<file path="src/common/t05_pkg.sv">
`default_nettype none

package t05_pkg;

    localparam int CHAR_W = 8;        // character index and left count
    localparam int HEADER_W = 9;      // marker bit + character
    localparam int BYTE_W = 8;
    localparam int BIT_CNT_W = 4;     // field bit counter, counts up to HEADER_W
    localparam int PATH_W = 128;      // 1 = right edge, bit 0 is the deepest edge
    localparam int TRACK_W = 7;
    localparam int NODE_COUNT = 64;
    localparam int NODE_ADDR_W = 6;
    localparam int NODE_W = 13;

    // node word layout
    localparam int LEAF_BIT = 12;
    localparam int LEFT_MSB = 11;
    localparam int LEFT_LSB = 6;
    localparam int RIGHT_MSB = 5;
    localparam int RIGHT_LSB = 0;

    typedef enum logic [2:0] {
        WALK_IDLE,
        WALK_FETCH,
        WALK_CHAR,
        WALK_WAIT_CHAR,
        WALK_BACKTRACK,
        WALK_WAIT_ZERO,
        WALK_DONE
    } walk_state_e;

endpackage

`default_nettype wire

</file>
<file path="src/common/t05_walk_if.sv">
`timescale 1ns/1ps
`default_nettype none

interface t05_walk_if;
    import t05_pkg::*;

    logic [CHAR_W-1:0] char_index;
    logic char_found;                  // one cycle per leaf
    logic [PATH_W-1:0] curr_path;
    logic [TRACK_W-1:0] track_length;  // current depth
    logic state_3;                     // high once per right edge popped
    logic left;
    logic [CHAR_W-1:0] num_lefts;
    logic write_finish;                // level, cleared by the next char event

    modport walker (
        output char_index, char_found, curr_path, track_length, state_3, left, num_lefts,
        input  write_finish
    );

    modport synth (
        input  char_index, char_found, curr_path, track_length, state_3, left, num_lefts,
        output write_finish
    );

endinterface

`default_nettype wire

</file>
<file path="src/hdl/t05_htree_walker.sv">
`timescale 1ns/1ps
`default_nettype none

module t05_htree_walker (
    input  logic clk,
    input  logic rst,
    input  logic node_we,
    input  logic [t05_pkg::NODE_ADDR_W-1:0] node_addr,
    input  logic [t05_pkg::NODE_W-1:0] node_data,
    input  logic start,
    t05_walk_if.walker walk,
    output logic walk_done
);
    import t05_pkg::*;

    logic [NODE_W-1:0] node_mem [NODE_COUNT];
    logic [NODE_ADDR_W-1:0] stack_mem [NODE_COUNT];  // ancestor per depth
    walk_state_e state;
    logic [NODE_ADDR_W-1:0] cur;
    logic [PATH_W-1:0] path;
    logic [TRACK_W-1:0] depth;
    logic [TRACK_W-1:0] top;
    logic zero_sent;
    logic [NODE_W-1:0] node_word;
    logic [NODE_W-1:0] parent_word;
    logic is_leaf;
    logic pop_right;
    logic [CHAR_W-1:0] lefts_cnt;

    assign top = depth - TRACK_W'(1);
    assign node_word = node_mem[cur];
    assign parent_word = node_mem[stack_mem[top[NODE_ADDR_W-1:0]]];
    assign is_leaf = node_word[LEAF_BIT];
    assign pop_right = (state == WALK_BACKTRACK) && path[0] && (depth != '0);

    always_ff @(posedge clk) begin
        if (node_we) begin
            node_mem[node_addr] <= node_data;
        end
    end

    // push the parent before stepping into its left child
    always_ff @(posedge clk) begin
        if (state == WALK_FETCH && !is_leaf) begin
            stack_mem[depth[NODE_ADDR_W-1:0]] <= cur;
        end
    end

    // left edges among the valid path bits
    always_comb begin
        lefts_cnt = '0;
        for (int i = 0; i < PATH_W; i++) begin
            if (i < int'(depth) && !path[i]) begin
                lefts_cnt = lefts_cnt + CHAR_W'(1);
            end
        end
    end

    always_ff @(posedge clk, posedge rst) begin
        if (rst) begin
            state <= WALK_IDLE;
            cur <= '0;
            path <= '0;
            depth <= '0;
            zero_sent <= 1'b0;
        end else begin
            case (state)
                WALK_IDLE: begin
                    if (start) begin
                        cur <= '0;  // root lives at address 0
                        path <= '0;
                        depth <= '0;
                        zero_sent <= 1'b0;
                        state <= WALK_FETCH;
                    end
                end
                WALK_FETCH: begin
                    if (is_leaf) begin
                        state <= WALK_CHAR;
                    end else begin
                        path <= {path[PATH_W-2:0], 1'b0};
                        depth <= depth + TRACK_W'(1);
                        cur <= node_word[LEFT_MSB:LEFT_LSB];
                    end
                end
                WALK_CHAR: state <= WALK_WAIT_CHAR;
                WALK_WAIT_CHAR: begin
                    if (walk.write_finish) begin
                        state <= WALK_BACKTRACK;
                    end
                end
                WALK_BACKTRACK: begin
                    if (pop_right) begin
                        path <= path >> 1;  // one zero goes out this cycle
                        depth <= top;
                        zero_sent <= 1'b1;
                    end else if (zero_sent) begin
                        state <= WALK_WAIT_ZERO;
                    end else if (depth == '0) begin
                        state <= WALK_DONE;
                    end else begin
                        // left edge popped silently, take the right branch
                        path[0] <= 1'b1;
                        cur <= parent_word[RIGHT_MSB:RIGHT_LSB];
                        state <= WALK_FETCH;
                    end
                end
                WALK_WAIT_ZERO: begin
                    if (walk.write_finish) begin
                        zero_sent <= 1'b0;
                        state <= WALK_BACKTRACK;
                    end
                end
                WALK_DONE: state <= WALK_IDLE;
                default: state <= WALK_IDLE;
            endcase
        end
    end

    assign walk.char_found = (state == WALK_CHAR);
    assign walk.char_index = node_word[CHAR_W-1:0];
    assign walk.left = (depth != '0) && !path[0];  // reached by a left edge
    assign walk.num_lefts = lefts_cnt;
    assign walk.curr_path = path;
    assign walk.track_length = depth;
    assign walk.state_3 = pop_right;
    assign walk_done = (state == WALK_DONE);

endmodule

`default_nettype wire

</file>
<file path="src/header_synth/t05_header_synthesis.sv">
`timescale 1ns/1ps
`default_nettype none

module t05_header_synthesis (
    input  logic clk,
    input  logic rst,
    t05_walk_if.synth walk,
    output logic [t05_pkg::HEADER_W-1:0] header,
    output logic enable,
    output logic bit1
);
    import t05_pkg::*;

    logic [BIT_CNT_W-1:0] count;  // bits of the current field already sent
    logic busy;                   // a marker field is loaded or shifting
    logic second;                 // left-count field is the one in flight
    logic zero_run;               // zeros went out in the last cycle
    logic finish;
    logic shift_bit;
    logic field_end;
    logic lefts_due;
    logic zero_req;

    assign shift_bit = busy && (count != BIT_CNT_W'(HEADER_W));
    assign field_end = busy && (count == BIT_CNT_W'(HEADER_W));

    // left leaf with a nonzero count gets a second field
    assign lefts_due = field_end && !second && walk.left && (walk.num_lefts != '0);

    // one zero per right edge popped by the walker
    assign zero_req = walk.state_3 && walk.curr_path[0] && (walk.track_length != '0);

    assign walk.write_finish = finish;

    // header shift register, MSB goes out first
    always_ff @(posedge clk) begin
        if (walk.char_found) begin
            header <= {1'b1, walk.char_index};
        end else if (shift_bit) begin
            header <= {header[HEADER_W-2:0], 1'b0};
        end else if (lefts_due) begin
            header <= {1'b1, walk.num_lefts};
        end
    end

    always_ff @(posedge clk, posedge rst) begin
        if (rst) begin
            count <= '0;
            busy <= 1'b0;
            second <= 1'b0;
            zero_run <= 1'b0;
            finish <= 1'b0;
            enable <= 1'b0;
            bit1 <= 1'b0;
        end else if (walk.char_found) begin
            // header gets loaded this cycle, shifting starts next
            busy <= 1'b1;
            second <= 1'b0;
            count <= '0;
            enable <= 1'b0;
            bit1 <= 1'b0;
            finish <= 1'b0;
        end else if (shift_bit) begin
            enable <= 1'b1;
            bit1 <= header[HEADER_W-1];
            count <= count + BIT_CNT_W'(1);
        end else if (field_end) begin
            enable <= 1'b0;
            bit1 <= 1'b0;
            count <= '0;
            if (lefts_due) begin
                second <= 1'b1;  // idle cycle, then marker + count
            end else begin
                busy <= 1'b0;
                finish <= 1'b1;
            end
        end else if (zero_req) begin
            enable <= 1'b1;
            bit1 <= 1'b0;
            finish <= 1'b0;
            zero_run <= 1'b1;
        end else if (zero_run) begin
            // backtrack run is over
            enable <= 1'b0;
            zero_run <= 1'b0;
            finish <= 1'b1;
        end
    end

endmodule

`default_nettype wire

</file>
<file path="src/hdl/t05_bit_packer.sv">
`timescale 1ns/1ps
`default_nettype none

module t05_bit_packer (
    input  logic clk,
    input  logic rst,
    input  logic enable,
    input  logic bit1,
    input  logic walk_done,
    output logic byte_valid,
    output logic [t05_pkg::BYTE_W-1:0] byte_data,
    output logic done
);
    import t05_pkg::*;

    logic [BYTE_W-1:0] sr;  // pending bits sit in the low end
    logic [2:0] count;
    logic flush;            // padded byte went out

    always_ff @(posedge clk) begin
        if (enable) begin
            sr <= {sr[BYTE_W-2:0], bit1};
        end
        if (enable && count == 3'd7) begin
            byte_data <= {sr[BYTE_W-2:0], bit1};
        end else if (walk_done && count != '0) begin
            byte_data <= sr << (4'd8 - {1'b0, count});  // zero pad the tail
        end
    end

    always_ff @(posedge clk, posedge rst) begin
        if (rst) begin
            count <= '0;
            byte_valid <= 1'b0;
            done <= 1'b0;
            flush <= 1'b0;
        end else begin
            byte_valid <= 1'b0;
            done <= flush;
            flush <= 1'b0;
            if (enable) begin
                count <= count + 3'd1;  // wraps after a full byte
                byte_valid <= (count == 3'd7);
            end else if (walk_done) begin
                if (count != '0) begin
                    byte_valid <= 1'b1;
                    flush <= 1'b1;
                    count <= '0;
                end else begin
                    done <= 1'b1;
                end
            end
        end
    end

endmodule

`default_nettype wire

</file>
<file path="src/hdl/t05_header_top.sv">
`timescale 1ns/1ps
`default_nettype none

module t05_header_top (
    input  logic clk,
    input  logic rst,
    input  logic node_we,
    input  logic [t05_pkg::NODE_ADDR_W-1:0] node_addr,
    input  logic [t05_pkg::NODE_W-1:0] node_data,
    input  logic start,
    output logic byte_valid,
    output logic [t05_pkg::BYTE_W-1:0] byte_data,
    output logic done
);

    logic enable;
    logic bit1;
    logic walk_done;

    t05_walk_if walk ();

    t05_htree_walker u_walker (
        .clk       (clk),
        .rst       (rst),
        .node_we   (node_we),
        .node_addr (node_addr),
        .node_data (node_data),
        .start     (start),
        .walk      (walk.walker),
        .walk_done (walk_done)
    );

    // header kept for probing only
    t05_header_synthesis u_synth (
        .clk    (clk),
        .rst    (rst),
        .walk   (walk.synth),
        .header (),
        .enable (enable),
        .bit1   (bit1)
    );

    t05_bit_packer u_packer (
        .clk        (clk),
        .rst        (rst),
        .enable     (enable),
        .bit1       (bit1),
        .walk_done  (walk_done),
        .byte_valid (byte_valid),
        .byte_data  (byte_data),
        .done       (done)
    );

endmodule

`default_nettype wire

</file>
<file path="config.mk">
export PLATFORM = sky130hd
export DESIGN_NAME = t05_header_top
export DESIGN_NICKNAME = d
export VERILOG_FILES = /design/src/common/t05_pkg.sv /design/src/common/t05_walk_if.sv /design/src/hdl/t05_htree_walker.sv /design/src/header_synth/t05_header_synthesis.sv /design/src/hdl/t05_bit_packer.sv /design/src/hdl/t05_header_top.sv
export SDC_FILE = /design/constraint.sdc
export NUM_CORES = 2
export LEC_CHECK = 0
export BUFFER_PORTS_ARGS = -buffer_cell sky130_fd_sc_hd__buf_2
export CORE_ASPECT_RATIO = 1.75
export CORE_UTILIZATION = 60
export CTS_BUF_LIST = sky130_fd_sc_hd__clkbuf_16
export DETAILED_ROUTE_END_ITERATION = 8
export PLACE_DENSITY_LB_ADDON = 0.25
export RECOVER_POWER = 100
export SYNTH_ARGS = -nofsm -noshare
export SYNTH_HDL_FRONTEND = slang
export SYNTH_HIERARCHICAL = 1
export SYNTH_SLANG_ARGS = --single-unit
</file>
<file path="constraint.sdc">
create_clock -name clk -period 172.9 [get_ports clk]
set_input_delay 34.58 -clock clk [delete_from_list [all_inputs] [get_ports clk]]
set_output_delay 34.58 -clock clk [all_outputs]
set_load 0.1 [all_outputs]
</file>
==> results.tsv <==
stage	metric	value	unit
finish	fill_cells	10656	
drt	routed_wirelength	250000	um
synthesis	syn_nets	7527	
sta	finalSetupTns	0	ns
cts	postCtsSetupRepairBufs	0	
grt	grt_usage	33.5	%
critical_path	critPathMaxFanout	52	
critical_path	end_kind	flip-flop	
drt	drt_first_pass_iters	8	
critical_path	worstSetupPathType	flip-flop to flip-flop	
run_status	status	finished with violations	
drt	dr.first_iter.drc_count	5116	
synthesis	synth_edf_count	1240	
sta	skew	0.0630	ns
floorplanning	die_w	291	um
sta	max_freq	12.0	MHz
drt	via_per_inst	6.74	
sta	slew_viol_final	2695	
sta	final-setup-viol-count	0	
floorplanning	io_pins	33	
synthesis	synth_warnings	6	
synthesis	synth.distinct_cells	129	
worst_hold_path	worstHoldPathCells	1	
grt	grt_overflow_total	0	
flow_run	drv_cap	63	
worst_hold_path	hold_path_class	flip-flop to flip-flop	
cts	clkLatencyLatePin	0.79	ns
placement	hpwl	176000	um
critical_path	cp_slowest_stage_delay	1.76	ns
sta	period_needed	83.35	ns
run_status	violations	capacitance limit, slew limit	
cts	numCtsBuffers	115	
critical_path	critical_path_arrival	83.75	ns
synthesis	synthArstFlopShare	11.5	%
cts	cts_resized	0	
grt	grt_pass1_vias	63107	
cts	cts_buffer_depth	3	
cts	path_clk_slew	0.07	ns
sta	worst_slew_pin_slew	10.0	ns
floorplanning	die_height	507	um
grt	antenna_found_initial	14	
finish	num-nets-final	7445	
floorplanning	core-area	144000	um2
drt	wire_per_inst	27.0	um
synthesis	synthCells	7368	
critical_path	cp_common_cell	ha_1	
drt	drc_errors	0	
floorplanning	num_rows	184	
placement	gp_congestion	0.973	
cts	htreeDepth	3	
critical_path	required	173.30	ns
sta	hold_violations	0	
sta	period_share	48.2	%
drt	postRouteAntennaNets	0	
finish	multi_input_area	44000	um2
synthesis	syn_avg_cell_area	11.9	um2
cts	cts_hold_buf	0	
critical_path	cp-start-kind	flip-flop	
sta	slew_headroom	-567	%
floorplanning	die_area	147000	um2
grt	grt_max_degree	254	
synthesis	ys_ff_latch	1402	
sta	rsz0062_at_grt	no	
cts	cts-root-buf	clkbuf_16	
cts	cts_sinks	1402	
finish	ff_latch_area	41300	um2
grt	grt_pass1_wl	375000	um
drt	via_count	62335	
synthesis	synth.cell_area	87400	um2
critical_path	crit_slowest_cell	clkbuf_1	
floorplanning	initial_core_util	60.6	%
cts	cts_tree	yes	
finish	syn2layout_area_growth	6.74	%
placement	io_buffers	32	
synthesis	ys.flop_type	edfxtp_1	
synthesis	seq_area_frac_synth	47.2	%
finish	drive_gt1_share	14.0	%
critical_path	rr_worst_depth	392	
==> cell usage after synthesis, types with 23 or more instances <==
cell type,count,area [um2]
edfxtp_1,1240,37200
nor2_1,677,2540
nand2_1,552,2070
xnor2_1,519,4550
a21oi_1,446,2230
mux4_2,401,9030
o21ai_0,281,1410
clkbuf_1,277,1040
xor2_1,206,1800
nor3_1,176,881
inv_1,168,631
dfrtp_1,161,4030
nand3_1,155,776
a22oi_1,150,1130
mux2i_1,149,1490
ha_1,136,1700
a211oi_1,119,893
mux2_2,95,1070
o211ai_1,76,571
or3_1,64,400
buf_1,63,236
nor2b_1,63,394
a31oi_1,61,382
nand4_1,60,375
xnor2_2,57,927
and2_1,51,319
a21o_1,50,375
nand2b_1,49,307
and3_1,47,294
o31ai_1,44,330
o22ai_1,42,263
xnor3_1,40,901
or2_2,37,231
o21a_1,35,263
nor3b_1,33,248
o21ai_1,29,145
nand3b_1,28,210
a211o_1,26,228
nor4_1,23,144
==> logic make-up after synthesis <==
kind of cell / count (synthesis) / synth area share, %
multiplexers: 650 / 13.4
flip-flops: 1402 / 47.2
AO/OA/AOI/OAI: 1637 / 12.4
AND/OR/NAND/NOR: 2095 / 11.4
buffers and inverters: 556 / 2.49
adder cells (fa/ha/maj): 137 / 1.96
XOR/XNOR: 891 / 11.2
==> critical path, delay by kind of cell (launching register included) <==
family,cells,cell delay (ns)
adders and majority gates,64,20.17
and+or+nand+nor,88,11.82
DFF,1,0.36
AOI/OAI and AO/OA,146,32.63
buffers and inverters,19,3.54
muxes,16,4.18
xor gates and xnor gates,59,10.20
==> cells in the final DEF, fill, tap and decap left out, types with 75 or more instances in the layout <==
cell	instances
ha_1	135
buf_4	94
a22oi_1	150
inv_1	183
dfrtp_1	153
xor2_1	206
clkbuf_16	116
nand2_1	552
nor2_1	676
edfxtp_1	1240
nor3_1	173
a21oi_1	446
a211oi_1	116
mux2i_1	149
mux2_2	91
clkbuf_1	75
o211ai_1	78
mux4_2	398
o21ai_0	285
xnor2_1	519
nand3_1	155
==> layout make-up <==
class | count | share of cell area, %
diodes | 4 | 0.0107
clock buffers | 116 | 3.11
clock inverters | 99 | 1.15
inverters | 182 | 0.734
multi-input cells | 5410 | 47.1
flip-flops and latches | 1402 | 44.3
well taps | 1860 | 2.49
repair buffers | 175 | 1.09
==> final timing paths <==
kind,from,end,slack [ns]
setup / recovery,u_walker/walk.track_length[3],u_synth/header[1],89.55
hold / removal,u_packer/flush,u_packer/done,0.46
setup reg to reg,u_walker/walk.track_length[3],u_synth/header[1],89.55
hold reg to reg,u_packer/flush,u_packer/done,0.46
max in group asynchronous,rst,u_walker/walk.track_length[5],132.75
min in group asynchronous,rst,u_packer/byte_valid,33.78
==> state kept, by name (all words and copies together) (netlist names) <==
name                        cells
u_walker/node_mem             832
u_walker/stack_mem            384
u_walker/walk.curr_path       128
u_synth/header                  9
u_packer/byte_data              8
u_packer/sr                     8
u_walker/walk.track_length      7
u_walker/cur                    6
u_synth/count                   4
u_packer/count                  3
u_walker/state                  3
u_packer/byte_valid             1
u_packer/done                   1
u_packer/flush                  1
u_synth/bit1                    1
u_synth/busy                    1
u_synth/enable                  1
u_synth/second                  1
u_synth/walk.write_finish       1
u_synth/zero_run                1
u_walker/zero_sent              1
==> layer usage <==
metal | vias to the layer above | wire, um | global-route usage (%)
li1 | 27972 | - | -
met1 | 30691 | 79100 | 33.1
met2 | 2724 | 132000 | 62.0
met3 | 938 | 14800 | 4.84
met4 | 10 | 23100 | 27.6
met5 | - | 71 | 0
==> metrics by stage <==
stage	worst slack [ns]	util [%]	std cells	hold slack [ns]	instance area, um2
after floorplan	103.63	-	7368	0.417	87400
after global placement	96.10	62.2	9028	0.430	89700
after detailed placement	94.02	62.3	9029	0.448	89700
final	89.55	64.7	9248	0.463	93300
after CTS	93.75	65.0	9244	0.464	93700
after global routing	83.35	64.7	9246	0.478	93300
Power is not shown: default switching activity piles up to over one toggle a cycle in this logic, so the estimate is an artifact.
